$ cat src/source/axi_ctrl_pkg.sv
// -------------------
// types, address map and codes shared by the request-routing pipeline
// modules import it with axi_ctrl_pkg::* inside their body
// -------------------
`default_nettype none

package axi_ctrl_pkg;

    typedef logic [31:0] data_t;
    typedef logic [3:0]  strb_t;
    typedef logic [1:0]  user_t;
    typedef logic [14:0] ls_addr_t;
    // wide enough for stream addresses, LS addresses are zero-extended
    typedef logic [27:0] req_addr_t;

    // -------------------
    // local address map, byte addresses
    localparam req_addr_t MB_LOW         = 28'h000_2000;
    localparam req_addr_t MB_HIGH        = 28'h000_201F;
    localparam req_addr_t AA_LOW         = 28'h000_2100;
    localparam req_addr_t AA_HIGH        = 28'h000_2107;
    localparam req_addr_t LOCAL_HIGH     = 28'h000_2FFF;
    // user project windows, forwarded to the stream master
    localparam req_addr_t USER_WIN0_LOW  = 28'h000_0000;
    localparam req_addr_t USER_WIN0_HIGH = 28'h000_1FFF;
    localparam req_addr_t USER_WIN1_LOW  = 28'h000_3000;
    localparam req_addr_t USER_WIN1_HIGH = 28'h000_4FFF;

    localparam int    MB_WORDS    = 8;
    localparam data_t UNSUPP_DATA = 32'hFFFF_FFFF;

    // stream user codes
    localparam user_t SS_USER_WRITE = 2'd1;
    localparam user_t SM_USER_READ  = 2'd2;

    // -------------------
    // FIFO payloads, a read carries zero data and strobe
    typedef struct packed {
        logic     read;
        ls_addr_t addr;
        data_t    data;
        strb_t    strb;
    } ls_req_t;

    typedef struct packed {
        data_t data;
        user_t user;
    } ss_beat_t;

    typedef enum logic {SRC_LS, SRC_SS} src_t;

    typedef enum logic [3:0] {
        OP_MB_WR, OP_MB_RD, OP_AA_WR, OP_AA_RD, OP_UNSUPP_RD,
        OP_FWD_WR, OP_FWD_RD, OP_REMOTE_MB_WR, OP_DROP
    } op_kind_t;

    typedef enum logic [1:0] {RES_LS_RDATA, RES_SM_FWD_WR, RES_SM_FWD_RD} res_kind_t;

endpackage

`default_nettype wire
$ cat src/source/axi_ctrl_top.sv
// -------------------
// request-routing top: arbiter, decoder, registers and sender in a row
// -------------------
`timescale 1ns/1ps
`default_nettype none

module axi_ctrl_top #(
    parameter int FIFO_DEPTH = 8
) (
    input  logic                   axi_aclk,
    input  logic                   axi_aresetn,
    output logic                   axi_interrupt,
    // axi-lite slave side
    input  logic                   bk_ls_wstart,
    input  axi_ctrl_pkg::ls_addr_t bk_ls_waddr,
    input  axi_ctrl_pkg::data_t    bk_ls_wdata,
    input  axi_ctrl_pkg::strb_t    bk_ls_wstrb,
    input  logic                   bk_ls_rstart,
    input  axi_ctrl_pkg::ls_addr_t bk_ls_raddr,
    output axi_ctrl_pkg::data_t    bk_ls_rdata,
    output logic                   bk_ls_rdone,
    // stream master side
    output logic                   bk_sm_start,
    output axi_ctrl_pkg::data_t    bk_sm_data,
    output axi_ctrl_pkg::user_t    bk_sm_user,
    // stream slave side
    input  axi_ctrl_pkg::data_t    bk_ss_data,
    input  axi_ctrl_pkg::user_t    bk_ss_user,
    input  logic                   bk_ss_valid,
    output logic                   bk_ss_ready
);

    import axi_ctrl_pkg::*;

    logic       req_valid, req_read;
    src_t       req_src;
    req_addr_t  req_addr;
    data_t      req_data;
    strb_t      req_strb;
    logic       op_valid;
    op_kind_t   op_kind;
    logic [2:0] op_index;
    req_addr_t  op_addr;
    data_t      op_data;
    strb_t      op_strb;
    logic       res_valid;
    res_kind_t  res_kind;
    req_addr_t  res_addr;
    data_t      res_data;
    strb_t      res_strb;

    request_arbiter #(.FIFO_DEPTH(FIFO_DEPTH)) arbiter_i (
        .axi_aclk, .axi_aresetn,
        .bk_ls_wstart, .bk_ls_waddr, .bk_ls_wdata, .bk_ls_wstrb,
        .bk_ls_rstart, .bk_ls_raddr,
        .bk_ss_data, .bk_ss_user, .bk_ss_valid, .bk_ss_ready,
        .req_valid, .req_src, .req_read, .req_addr, .req_data, .req_strb
    );

    addr_decoder decoder_i (
        .axi_aclk, .axi_aresetn,
        .req_valid, .req_src, .req_read, .req_addr, .req_data, .req_strb,
        .op_valid, .op_kind, .op_index, .op_addr, .op_data, .op_strb
    );

    mailbox_regs regs_i (
        .axi_aclk, .axi_aresetn,
        .op_valid, .op_kind, .op_index, .op_addr, .op_data, .op_strb,
        .res_valid, .res_kind, .res_addr, .res_data, .res_strb, .axi_interrupt
    );

    stream_sender sender_i (
        .axi_aclk, .axi_aresetn,
        .res_valid, .res_kind, .res_addr, .res_data, .res_strb,
        .bk_ls_rdata, .bk_ls_rdone, .bk_sm_start, .bk_sm_data, .bk_sm_user
    );

endmodule

`default_nettype wire

$ cat src/source/stream_sender.sv
// -------------------
// drives LS read returns and stream master beats from results
// a forward write takes two consecutive beats
// -------------------
`timescale 1ns/1ps
`default_nettype none

module stream_sender (
    input  logic                    axi_aclk,
    input  logic                    axi_aresetn,
    input  logic                    res_valid,
    input  axi_ctrl_pkg::res_kind_t res_kind,
    input  axi_ctrl_pkg::req_addr_t res_addr,
    input  axi_ctrl_pkg::data_t     res_data,
    input  axi_ctrl_pkg::strb_t     res_strb,
    output axi_ctrl_pkg::data_t     bk_ls_rdata,
    output logic                    bk_ls_rdone,
    output logic                    bk_sm_start,
    output axi_ctrl_pkg::data_t     bk_sm_data,
    output axi_ctrl_pkg::user_t     bk_sm_user
);

    import axi_ctrl_pkg::*;

    logic  wr_second;
    data_t wr_data_q;

    always_ff @(posedge axi_aclk or negedge axi_aresetn) begin
        if (!axi_aresetn) begin
            bk_ls_rdone <= 1'b0;
            bk_sm_start <= 1'b0;
            wr_second   <= 1'b0;
        end else begin
            bk_ls_rdone <= res_valid && (res_kind == RES_LS_RDATA);
            bk_sm_start <= wr_second || (res_valid && (res_kind != RES_LS_RDATA));
            wr_second   <= res_valid && (res_kind == RES_SM_FWD_WR);
        end
    end

    always_ff @(posedge axi_aclk) begin
        if (wr_second) begin
            bk_sm_data <= wr_data_q;
            bk_sm_user <= SS_USER_WRITE;
        end else if (res_valid) begin
            case (res_kind)
                RES_SM_FWD_WR: begin
                    // strobe on top, address below
                    bk_sm_data <= {res_strb, res_addr};
                    bk_sm_user <= SS_USER_WRITE;
                    wr_data_q  <= res_data;
                end
                RES_SM_FWD_RD: begin
                    bk_sm_data <= {4'b0, res_addr};
                    bk_sm_user <= SM_USER_READ;
                end
                default: bk_ls_rdata <= res_data;
            endcase
        end
    end

    // arbiter spacing keeps the second write beat free
    a_no_overlap: assert property (@(posedge axi_aclk) disable iff (!axi_aresetn)
        wr_second |-> !res_valid);

endmodule

`default_nettype wire

$ cat src/source/mailbox_regs.sv
// -------------------
// mailbox and access-control registers, executes decoded operations
// pulses axi_interrupt on an enabled remote mailbox write
// -------------------
`timescale 1ns/1ps
`default_nettype none

module mailbox_regs (
    input  logic                     axi_aclk,
    input  logic                     axi_aresetn,
    input  logic                     op_valid,
    input  axi_ctrl_pkg::op_kind_t   op_kind,
    input  logic [2:0]               op_index,
    input  axi_ctrl_pkg::req_addr_t  op_addr,
    input  axi_ctrl_pkg::data_t      op_data,
    input  axi_ctrl_pkg::strb_t      op_strb,
    output logic                     res_valid,
    output axi_ctrl_pkg::res_kind_t  res_kind,
    output axi_ctrl_pkg::req_addr_t  res_addr,
    output axi_ctrl_pkg::data_t      res_data,
    output axi_ctrl_pkg::strb_t      res_strb,
    output logic                     axi_interrupt
);

    import axi_ctrl_pkg::*;

    data_t     mb_q [MB_WORDS];
    logic      int_en;
    logic      int_status;
    data_t     rd_word;
    res_kind_t kind_d;
    logic      has_result;

    always_comb begin
        rd_word    = op_data;
        kind_d     = RES_LS_RDATA;
        has_result = 1'b1;
        case (op_kind)
            OP_MB_RD:     rd_word = mb_q[op_index];
            // only bit 0 of each AA word exists
            OP_AA_RD:     rd_word = {31'b0, (op_index == 3'd0) ? int_en : int_status};
            OP_UNSUPP_RD: rd_word = UNSUPP_DATA;
            OP_FWD_WR:    kind_d  = RES_SM_FWD_WR;
            OP_FWD_RD:    kind_d  = RES_SM_FWD_RD;
            default:      has_result = 1'b0;
        endcase
    end

    always_ff @(posedge axi_aclk or negedge axi_aresetn) begin
        if (!axi_aresetn) begin
            int_en        <= 1'b0;
            int_status    <= 1'b0;
            res_valid     <= 1'b0;
            axi_interrupt <= 1'b0;
        end else begin
            res_valid     <= op_valid && has_result;
            axi_interrupt <= op_valid && (op_kind == OP_REMOTE_MB_WR) && int_en;
            if (op_valid && op_kind == OP_AA_WR) begin
                if (op_index == 3'd0) begin
                    int_en <= op_data[0];
                end else if (op_data[0]) begin
                    // status is write-one-to-clear
                    int_status <= 1'b0;
                end
            end else if (op_valid && op_kind == OP_REMOTE_MB_WR && int_en) begin
                int_status <= 1'b1;
            end
        end
    end

    always_ff @(posedge axi_aclk) begin
        if (op_valid && (op_kind == OP_MB_WR || op_kind == OP_REMOTE_MB_WR)) begin
            mb_q[op_index] <= op_data;
        end
        if (op_valid) begin
            res_kind <= kind_d;
            res_addr <= op_addr;
            res_data <= rd_word;
            res_strb <= op_strb;
        end
    end

    // decoder and register file must agree on the index ranges
    a_mb_index: assert property (@(posedge axi_aclk) disable iff (!axi_aresetn)
        op_valid && (op_kind inside {OP_MB_WR, OP_MB_RD, OP_REMOTE_MB_WR})
        |-> (op_addr >= MB_LOW) && (int'((op_addr - MB_LOW) >> 2) < MB_WORDS)
            && (op_index == op_addr[4:2]));
    a_aa_index: assert property (@(posedge axi_aclk) disable iff (!axi_aresetn)
        op_valid && (op_kind inside {OP_AA_WR, OP_AA_RD}) |-> (op_index <= 3'd1));

endmodule

`default_nettype wire

$ cat src/source/addr_decoder.sv
// -------------------
// registered decode of a request into an operation and word index
// -------------------
`timescale 1ns/1ps
`default_nettype none

module addr_decoder (
    input  logic                    axi_aclk,
    input  logic                    axi_aresetn,
    input  logic                    req_valid,
    input  axi_ctrl_pkg::src_t      req_src,
    input  logic                    req_read,
    input  axi_ctrl_pkg::req_addr_t req_addr,
    input  axi_ctrl_pkg::data_t     req_data,
    input  axi_ctrl_pkg::strb_t     req_strb,
    output logic                    op_valid,
    output axi_ctrl_pkg::op_kind_t  op_kind,
    output logic [2:0]              op_index,
    output axi_ctrl_pkg::req_addr_t op_addr,
    output axi_ctrl_pkg::data_t     op_data,
    output axi_ctrl_pkg::strb_t     op_strb
);

    import axi_ctrl_pkg::*;

    op_kind_t   kind;
    logic [2:0] index;
    req_addr_t  mb_off, aa_off;
    logic       in_mb, in_aa, in_local, in_user;

    assign mb_off   = req_addr - MB_LOW;
    assign aa_off   = req_addr - AA_LOW;
    assign in_mb    = (req_addr >= MB_LOW) && (req_addr <= MB_HIGH);
    assign in_aa    = (req_addr >= AA_LOW) && (req_addr <= AA_HIGH);
    assign in_local = (req_addr >= MB_LOW) && (req_addr <= LOCAL_HIGH);
    assign in_user  = ((req_addr >= USER_WIN0_LOW) && (req_addr <= USER_WIN0_HIGH)) ||
                      ((req_addr >= USER_WIN1_LOW) && (req_addr <= USER_WIN1_HIGH));

    always_comb begin
        kind  = OP_DROP;
        index = mb_off[4:2];
        if (req_src == SRC_LS) begin
            if (in_mb) begin
                kind = req_read ? OP_MB_RD : OP_MB_WR;
            end else if (in_aa) begin
                kind  = req_read ? OP_AA_RD : OP_AA_WR;
                index = aa_off[4:2];
            end else if (in_local) begin
                // rest of the local range, writes are ignored
                kind = req_read ? OP_UNSUPP_RD : OP_DROP;
            end else if (in_user) begin
                kind = req_read ? OP_FWD_RD : OP_FWD_WR;
            end
        end else if (in_mb) begin
            kind = OP_REMOTE_MB_WR;
        end
    end

    always_ff @(posedge axi_aclk or negedge axi_aresetn) begin
        if (!axi_aresetn) begin
            op_valid <= 1'b0;
        end else begin
            op_valid <= req_valid;
        end
    end

    always_ff @(posedge axi_aclk) begin
        if (req_valid) begin
            op_kind  <= kind;
            op_index <= index;
            op_addr  <= req_addr;
            op_data  <= req_data;
            op_strb  <= req_strb;
        end
    end

endmodule

`default_nettype wire

$ cat src/source/request_arbiter.sv
// -------------------
// queues LS and SS requests and issues them round-robin, one every two cycles
// SS write beats are paired here before issue
// -------------------
`timescale 1ns/1ps
`default_nettype none

module request_arbiter #(
    parameter int FIFO_DEPTH = 8
) (
    input  logic                    axi_aclk,
    input  logic                    axi_aresetn,
    input  logic                    bk_ls_wstart,
    input  axi_ctrl_pkg::ls_addr_t  bk_ls_waddr,
    input  axi_ctrl_pkg::data_t     bk_ls_wdata,
    input  axi_ctrl_pkg::strb_t     bk_ls_wstrb,
    input  logic                    bk_ls_rstart,
    input  axi_ctrl_pkg::ls_addr_t  bk_ls_raddr,
    input  axi_ctrl_pkg::data_t     bk_ss_data,
    input  axi_ctrl_pkg::user_t     bk_ss_user,
    input  logic                    bk_ss_valid,
    output logic                    bk_ss_ready,
    output logic                    req_valid,
    output axi_ctrl_pkg::src_t      req_src,
    output logic                    req_read,
    output axi_ctrl_pkg::req_addr_t req_addr,
    output axi_ctrl_pkg::data_t     req_data,
    output axi_ctrl_pkg::strb_t     req_strb
);

    import axi_ctrl_pkg::*;

    ls_req_t  ls_wr_data;
    ls_req_t  ls_rd_data;
    ss_beat_t ss_rd_data;
    logic     ls_empty, ss_empty, ss_full;
    logic     ls_pop, ss_pop, pick_ss;
    logic     pair_pending;
    data_t    first_beat;
    src_t     last_src;

    // write wins if both strobes show up
    always_comb begin
        ls_wr_data = '0;
        if (bk_ls_wstart) begin
            ls_wr_data.addr = bk_ls_waddr;
            ls_wr_data.data = bk_ls_wdata;
            ls_wr_data.strb = bk_ls_wstrb;
        end else begin
            ls_wr_data.read = 1'b1;
            ls_wr_data.addr = bk_ls_raddr;
        end
    end

    req_fifo #(.payload_t(ls_req_t), .FIFO_DEPTH(FIFO_DEPTH)) ls_fifo_i (
        .axi_aclk, .axi_aresetn,
        .wr_en(bk_ls_wstart | bk_ls_rstart), .wr_data(ls_wr_data),
        .rd_en(ls_pop), .rd_data(ls_rd_data), .full(), .empty(ls_empty)
    );

    req_fifo #(.payload_t(ss_beat_t), .FIFO_DEPTH(FIFO_DEPTH)) ss_fifo_i (
        .axi_aclk, .axi_aresetn,
        .wr_en(bk_ss_valid & bk_ss_ready), .wr_data('{data: bk_ss_data, user: bk_ss_user}),
        .rd_en(ss_pop), .rd_data(ss_rd_data), .full(ss_full), .empty(ss_empty)
    );

    assign bk_ss_ready = !ss_full;

    // -------------------
    // selection, a pending pair only waits for its second beat
    assign pick_ss = pair_pending ? !ss_empty
                                  : (!ss_empty && (ls_empty || last_src == SRC_LS));
    assign ss_pop  = !req_valid && pick_ss;
    assign ls_pop  = !req_valid && !pair_pending && !pick_ss && !ls_empty;

    always_ff @(posedge axi_aclk or negedge axi_aresetn) begin
        if (!axi_aresetn) begin
            req_valid    <= 1'b0;
            pair_pending <= 1'b0;
            last_src     <= SRC_LS;
        end else begin
            req_valid <= ls_pop || (ss_pop && pair_pending);
            if (ls_pop) begin
                last_src <= SRC_LS;
            end else if (ss_pop) begin
                last_src <= SRC_SS;
            end
            // beats with other user codes are dropped here
            if (ss_pop) begin
                pair_pending <= !pair_pending && (ss_rd_data.user == SS_USER_WRITE);
            end
        end
    end

    always_ff @(posedge axi_aclk) begin
        if (ss_pop && !pair_pending) begin
            first_beat <= ss_rd_data.data;
        end
        if (ls_pop) begin
            req_src  <= SRC_LS;
            req_read <= ls_rd_data.read;
            req_addr <= req_addr_t'(ls_rd_data.addr);
            req_data <= ls_rd_data.data;
            req_strb <= ls_rd_data.strb;
        end else if (ss_pop && pair_pending) begin
            // first beat holds strobe and address
            req_src  <= SRC_SS;
            req_read <= 1'b0;
            req_addr <= first_beat[27:0];
            req_data <= ss_rd_data.data;
            req_strb <= first_beat[31:28];
        end
    end

    a_ls_one_strobe: assert property (@(posedge axi_aclk) disable iff (!axi_aresetn)
        !(bk_ls_wstart && bk_ls_rstart));

endmodule

`default_nettype wire

$ cat src/source/req_fifo.sv
// -------------------
// synchronous FIFO with a count, payload set by type parameter
// first word is visible on rd_data while not empty
// -------------------
`timescale 1ns/1ps
`default_nettype none

module req_fifo #(
    parameter type payload_t  = logic,
    parameter int  FIFO_DEPTH = 8
) (
    input  logic     axi_aclk,
    input  logic     axi_aresetn,
    input  logic     wr_en,
    input  payload_t wr_data,
    input  logic     rd_en,
    output payload_t rd_data,
    output logic     full,
    output logic     empty
);

    localparam int PTR_W = (FIFO_DEPTH > 1) ? $clog2(FIFO_DEPTH) : 1;
    localparam int CNT_W = $clog2(FIFO_DEPTH + 1);

    payload_t         mem [FIFO_DEPTH];
    logic [PTR_W-1:0] wr_ptr;
    logic [PTR_W-1:0] rd_ptr;
    logic [CNT_W-1:0] count;

    assign full    = (count == CNT_W'(FIFO_DEPTH));
    assign empty   = (count == '0);
    assign rd_data = mem[rd_ptr];

    always_ff @(posedge axi_aclk or negedge axi_aresetn) begin
        if (!axi_aresetn) begin
            wr_ptr <= '0;
            rd_ptr <= '0;
            count  <= '0;
        end else begin
            if (wr_en) begin
                wr_ptr <= (wr_ptr == PTR_W'(FIFO_DEPTH - 1)) ? '0 : wr_ptr + 1'b1;
            end
            if (rd_en) begin
                rd_ptr <= (rd_ptr == PTR_W'(FIFO_DEPTH - 1)) ? '0 : rd_ptr + 1'b1;
            end
            count <= count + CNT_W'(wr_en) - CNT_W'(rd_en);
        end
    end

    always_ff @(posedge axi_aclk) begin
        if (wr_en) begin
            mem[wr_ptr] <= wr_data;
        end
    end

    // producer and consumer must respect full and empty
    a_no_overflow: assert property (@(posedge axi_aclk) disable iff (!axi_aresetn)
        !(wr_en && full));
    a_no_underflow: assert property (@(posedge axi_aclk) disable iff (!axi_aresetn)
        !(rd_en && empty));

endmodule

`default_nettype wire

$ cat config.mk
export PLATFORM = sky130hd
export DESIGN_NAME = axi_ctrl_top
export DESIGN_NICKNAME = d
export VERILOG_FILES = /design/src/source/axi_ctrl_pkg.sv /design/src/source/axi_ctrl_top.sv /design/src/source/stream_sender.sv /design/src/source/mailbox_regs.sv /design/src/source/addr_decoder.sv /design/src/source/request_arbiter.sv /design/src/source/req_fifo.sv
export SDC_FILE = /design/constraint.sdc
export NUM_CORES = 1
export LEC_CHECK = 0
export BUFFER_PORTS_ARGS = -buffer_cell sky130_fd_sc_hd__buf_2
export CAP_MARGIN = 20
export CORE_ASPECT_RATIO = 1.5
export CORE_MARGIN = 5
export CORE_UTILIZATION = 55
export CTS_CLUSTER_SIZE = 16
export DETAILED_ROUTE_END_ITERATION = 10
export GPL_TIMING_DRIVEN = 0
export PLACE_DENSITY = 0.84
export SYNTH_ARGS = -nofsm -noshare
export SYNTH_HDL_FRONTEND = slang
export SYNTH_SLANG_ARGS = --single-unit
$ cat constraint.sdc
create_clock -name axi_aclk -period 6.85 [get_ports axi_aclk]
set_input_delay 1.7125 -clock axi_aclk [delete_from_list [all_inputs] [get_ports axi_aclk]]
set_output_delay 1.7125 -clock axi_aclk [all_outputs]
set_load 0.01 [all_outputs]
== Word level (Yosys, flattened, before mapping) ==
Memory sizes are Yosys's and may differ from the RTL's. A register that Yosys moved wholly into a read port is not among the register bits.
Cells that the tools add are included.

* Memories: 3
* Bits in registers: 364
* Output and inout port bits: 70
* RAM bits: 944
* Word-level logic and storage cells: 183

{| class="wikitable"
|+ Memories
! name !! words !! width !! read ports !! clocked after memory_dff !! wr ports !! line !! text
|-
| arbiter_i.ls_fifo_i.mem || 8 || 52 || 1 || 0 || 1 || req_fifo.sv:25 || <nowiki>payload_t mem [FIFO_DEPTH];</nowiki>
|-
| arbiter_i.ss_fifo_i.mem || 8 || 34 || 1 || 0 || 1 || req_fifo.sv:25 ||
|-
| regs_i.mb_q || 8 || 32 || 1 || 1 || 1 || mailbox_regs.sv:27 || <nowiki>data_t mb_q [MB_WORDS];</nowiki>
|}

* $lt $le $gt $ge: 9
* Add/sub/neg operators: 10
* Eq/ne operators: 17
* Bitwise logic cells: 5
* Multiplexer cells: 50
* Reduce and logical (&&, ||, !) cells: 52

{| class="wikitable"
|+ Operators with widths
! operator !! number
|-
| two-way mux 32 bit || 4
|-
| one-hot mux 32 bit (3 select lines) || 1
|-
| greater-or-equal comparator 28 x 14 -> 1 bit, second input constant || 3
|-
| less-or-equal comparator 28 x 14 -> 1 bit, second input constant || 3
|-
| one-hot mux 32 bit (2 select lines) || 1
|-
| two-way mux 15 bit || 3
|-
| two-way mux 36 bit || 1
|-
| two-way mux 4 bit || 9
|-
| greater-or-equal comparator 28 x 1 -> 1 bit, second input constant || 1
|-
| less-or-equal comparator 28 x 13 -> 1 bit, second input constant || 1
|-
| less-or-equal comparator 28 x 15 -> 1 bit, second input constant || 1
|-
| two-way mux 3 bit || 8
|-
| logical AND 1 bit || 21
|-
| two-way mux 1 bit || 20
|-
| equality test 4 x 3 -> 1 bit, second input constant || 4
|-
| adder 3 x 1 -> 3 bit, second input constant || 4
|-
| equality test 3 bit, second input constant || 4
|-
| logical NOT 4 bit || 3
|-
| nonzero test 2 bit || 6
|-
| subtractor 5 x 1 -> 5 bit, second input constant || 2
|-
| AND reduction 3 bit || 3
|-
| adder 4 x 1 -> 4 bit || 2
|-
| equality test 4 x 2 -> 1 bit, second input constant || 2
|-
| one-hot mux 2 bit (2 select lines) || 2
|-
| 18 further kinds || 34
|}

== Logic depth before layout (Yosys ltp) ==
* Depth in word-level cells: 8
* Depth in mapped cells: 12

== Hierarchy ==
From an unflattened synthesis, not the netlist that was laid out.

* Cell total of the unflattened synthesis: 2444
* Area total of the unflattened synthesis: 49946.7 um^2

{| class="wikitable"
|+ By module, submodules not included
! module !! times used !! area an instance (um^2) !! cells each !! seq. area each (um^2)
|-
| req_fifo (arbiter_i.ls_fifo_i) || 1 || 16255.6 || 771 || 12742.2
|-
| mailbox_regs || 1 || 12529.5 || 621 || 9769.4
|-
| req_fifo (arbiter_i.ss_fifo_i) || 1 || 10983.0 || 525 || 8418.1
|-
| request_arbiter || 1 || 4292.9 || 263 || 2877.8
|-
| stream_sender || 1 || 3554.7 || 158 || 2997.9
|-
| addr_decoder || 1 || 2331.0 || 106 || 2067.0
|}

== Least setup slack after synthesis ==
OpenSTA, ideal clock, no wires.

* Path type: in2reg
* Start: input bk_ls_wstart
* End: memory arbiter_i.ls_fifo_i.mem[0][0] in the netlist's numbering, enable pin
* Required time: 6324 ps
* Stages: 4
* Library setup time: 526 ps
* Arrival: 5945 ps
* Slack: 379 ps
* Cells stage by stage: clkbuf_1 -> nor2_1 -> or2_2 -> nor3_1

* Longest elaborated chain between the ends: 3

{| class="wikitable"
|+ Ends and longest elaborated chain
! item !! line !! text
|-
| start: declaration || axi_ctrl_top.sv:14 || <nowiki>input logic bk_ls_wstart,</nowiki>
|-
| bitwise OR 1 bit || request_arbiter.sv:57 || <nowiki>.wr_en(bk_ls_wstart | bk_ls_rstart), .wr_data(ls_wr_data),</nowiki>
|-
| two-way mux 1 bit || req_fifo.sv:51 || <nowiki>if (wr_en) begin</nowiki>
|-
| two-way mux 1 bit (not written as such) || req_fifo.sv:52 || <nowiki>mem[wr_ptr] <= wr_data;</nowiki>
|-
| end: declaration || req_fifo.sv:25 ||
|}

Every way passes these cells.

== Worst setup path after layout ==
* Start: input bk_ls_wstart
* End: memory arbiter_i.ls_fifo_i.mem[1][48] in the netlist's numbering, enable pin

* Longest elaborated chain between the ends: 3

{| class="wikitable"
|+ Ends and longest elaborated chain
! item !! line !! text
|-
| bitwise OR 1 bit || request_arbiter.sv:57 ||
|-
| net arbiter_i.ls_fifo_i.wr_en || req_fifo.sv:14 || <nowiki>input logic wr_en,</nowiki>
|-
| two-way mux 1 bit || req_fifo.sv:51 ||
|-
| two-way mux 1 bit (not written as such) || req_fifo.sv:52 ||
|}

The timed path passes the listed nets, and every way through them passes these cells.

==> results_dict.tcl <==
set metrics [dict create \
    synth_top_area_share 0.769 \
    die-area_sq_mm 0.0955 \
    insertion_delay_ns 0.74 \
    power_density_mw_per_mm2 464 \
    holdPathStages 0 \
    cp_cell_sequence "clkbuf_1, nor2_1, inv_1, nand2_1, nor3_2, buf_6, buf_6, buf_6" \
    antenna_found_initial 14 \
    core_sq_mm 0.0889 \
    layoutNonFillerInstCount 3868 \
    post-place-ws_ns 2.06 \
    wl_per_cell_um 30.8 \
    port_buffers 173 \
    synth_most_common_cell "edfxtp_1" \
    path_class "in -> reg" \
    hold_slack_ns 0.405 \
    grt_pass1_vias 25600 \
    cpPeakStageDelay_ns 0.78 \
    worstRegToRegCells 10 \
    layout-drive-gt1-share 0.315 \
    syn_nets 2385 \
    cp.required_ns 7.28 \
    power_leakage_uw 0.0189 \
    max_cap_viol_count 0 \
    cts_setup_buffers 0 \
    rows 134 \
    crit_path_end_kind "flop" \
    die_height_um 376 \
    worstPathArrival_ns 4.52 \
    period_share 0.598 \
    crit_path_start_kind "input port" \
    finClkSkew_ns 0.0379 \
    route.vias.total 24800 \
    tightest_slew_ns 1.03 \
    detail-route-antenna-nets 0 \
    syn-cell-area_sq_mm 0.0491 \
    drcViolationCount 0 \
    reg2reg_from "arbiter_i.req_valid$_DFF_PN0_" \
    area_growth_pct 15.2 \
    vias_per_cell 6.40 \
    finalSetupViolCount 0 \
    synthFlopType "edfxtp_1" \
    grt_pass1_wl_um 174000 \
    ys_seq_elements 1308 \
    die_w_um 254 \
    crit_fanout 9 \
    slew_headroom 0.316 \
    place_inst 3652 \
    syn_inst 2256 \
    worstSetupStartpoint "bk_ls_wstart" \
    clockRootBuffer "clkbuf_16" \
    io_pins 175 \
    gr-total-overflow 0 \
    place.gp.congestion 0.827 \
    critPathMostFrequentCell "buf_6" \
    cts.hold.buffers_added 0 \
    r2r-end "arbiter_i.ls_fifo_i.count[3]$_DFF_PN0_" \
    drtPass1Iterations 6 \
    drt_iter0_drc 3541 \
    reg2reg_slack_ns 3.05 \
    start_util 0.553 \
    hpwl_um 74000 \
    synth_largest_area_cell "edfxtp_1" \
    status "finished clean" \
    yosysWarnings 0 \
    nets 2738 \
    grt_start_max_net_pins 71 \
    post_cts_resize_count 0 \
    endpoint "arbiter_i.ls_fifo_i.mem[1][48]$_DFFE_PP_" \
    setup_ws_ns 2.76 \
    grt_setup_unrepaired "no" \
    cts_made_buffers 110 \
    grt_usage 0.250 \
    clk_pin_slew_ns 0.08 \
    h-tree-depth 3 \
    clockBufferDepth 3 \
    cts_tree "done" \
    ys_seq_area_frac 0.793 \
    fin_total_pwr_uw 26200 \
    synth_edf_count 1258 \
    fin_crit_ns 4.09 \
    slowest_stage "nor3_2" \
    holdCritPathClass "reg -> reg" \
    synth_common_cells "1258 x edfxtp_1, 233 x mux4_2, 120 x mux2_2" \
    hold_viol 0 \
    async_reset_ff_frac 0.0237 \
    fmax_ghz 0.244 \
    drv_slew 0 \
    cts.sinks 1308 \
    ir_worst_vdd_v 0.000298 \
    synth_area_leaders "edfxtp_1 77%, mux4_2 11%, mux2_2 2.8%" \
    wirelength_um 119000 \
    synth.distinct_cells 54 \
    syn_avg_cell_area_sq_um 21.8 \
]
-- placed cells by master, fill, tap and decap left out, drive strengths merged, types with 12 or more instances in the layout --
cell type,Yosys,final
edfxtp,1258,1258
buf,52,293
mux4,233,233
clkbuf,53,184
mux2,120,120
nor2,97,97
mux2i,66,66
a21oi,56,56
clkinv,0,49
nand2,45,45
and2,39,39
a22oi,32,32
dfrtp,31,31
inv,26,27
ha,22,22
bufinv,0,22
dfxtp,19,19
nor3,13,13
nand2b,12,12
nor2b,12,12
-- worst min path at each step --
stage                                startpoint                               to  slack (ns)
2_1_floorplan   arbiter_i.req_addr[0]$_DFFE_PP_   decoder_i.op_addr[0]$_DFFE_PP_        0.40
3_3_place_gp    arbiter_i.req_strb[3]$_DFFE_PP_   decoder_i.op_strb[3]$_DFFE_PP_        0.40
3_5_place_dp    arbiter_i.req_addr[0]$_DFFE_PP_   decoder_i.op_addr[0]$_DFFE_PP_        0.40
4_1_cts        arbiter_i.req_data[18]$_DFFE_PP_  decoder_i.op_data[18]$_DFFE_PP_        0.40
5_1_grt        arbiter_i.req_data[18]$_DFFE_PP_  decoder_i.op_data[18]$_DFFE_PP_        0.41
6_report       arbiter_i.req_data[18]$_DFFE_PP_  decoder_i.op_data[18]$_DFFE_PP_        0.41
-- critical path: cells and delay by family --
kind | cells | cell delay (ns)
buffers and inverters | 5 | 1.43
AND/OR/NAND/NOR | 3 | 1.33
-- final cells by class --
type | instances | area [sq um]
Timing Repair Buffer | 241 | 1890
Clock buffer | 131 | 2870
Fill cell | 5345 | 32300
Buffer | 105 | 472
Antenna cell | 8 | 20.0
Inverter | 26 | 97.6
Tap cell | 1156 | 1450
Clock inverter | 76 | 1060
Sequential cell | 1308 | 38900
Multi-Input combinational cell | 817 | 9790
-- per-stage QoR --
stage / utilization / setup TNS, ns / instance area, sq um
3_3_place_gp: 0.579 / -826.41 / 51400
5_1_grt: 0.637 / 0 / 56600
3_5_place_dp: 0.592 / 0 / 52600
4_1_cts: 0.636 / 0 / 56600
6_report: 0.637 / 0 / 56600
2_1_floorplan: - / 0 / 49100
-- cell families after synthesis --
| family | count (synthesis) | share of synthesized area |
|---|---|---|
| flip-flops | 1308 | 0.793 |
| AO/OA/AOI/OAI | 121 | 0.0159 |
| XOR/XNOR | 4 | 0.000713 |
| buffers and inverters | 131 | 0.0116 |
| AND/OR/NAND/NOR | 249 | 0.0248 |
| multiplexers | 419 | 0.148 |
| adder cells (fa/ha/maj) | 24 | 0.00642 |
-- sequential cells by signal (all words and copies together) (netlist names), 28 cells and up, named ones only --
name                     count
regs_i.mb_q                256
decoder_i.op_addr           28
arbiter_i.ss_fifo_i.mem    272
decoder_i.op_data           32
arbiter_i.first_beat        32
sender_i.wr_data_q          32
sender_i.bk_sm_data         32
regs_i.res_data             32
arbiter_i.req_data          32
arbiter_i.req_addr          28
arbiter_i.ls_fifo_i.mem    416
sender_i.bk_ls_rdata        32
regs_i.res_addr             28
-- metal layers --
metal	wire length, um	GRT usage	share of wire
met4	7750	0.134	0.065
met3	11300	0.0534	0.095
met1	38500	0.301	0.32
met5	54	0	0.00045
met2	61300	0.425	0.52
-- power breakdown --
group / total (uW) / internal (uW) / switching, uW
registers: 12100 / 11200 / 975
clock network: 6790 / 3860 / 2930
logic: 7310 / 2920 / 4390
total: 26200 / 17900 / 8290
No activity file was read; power rests on OpenSTA's default activity.
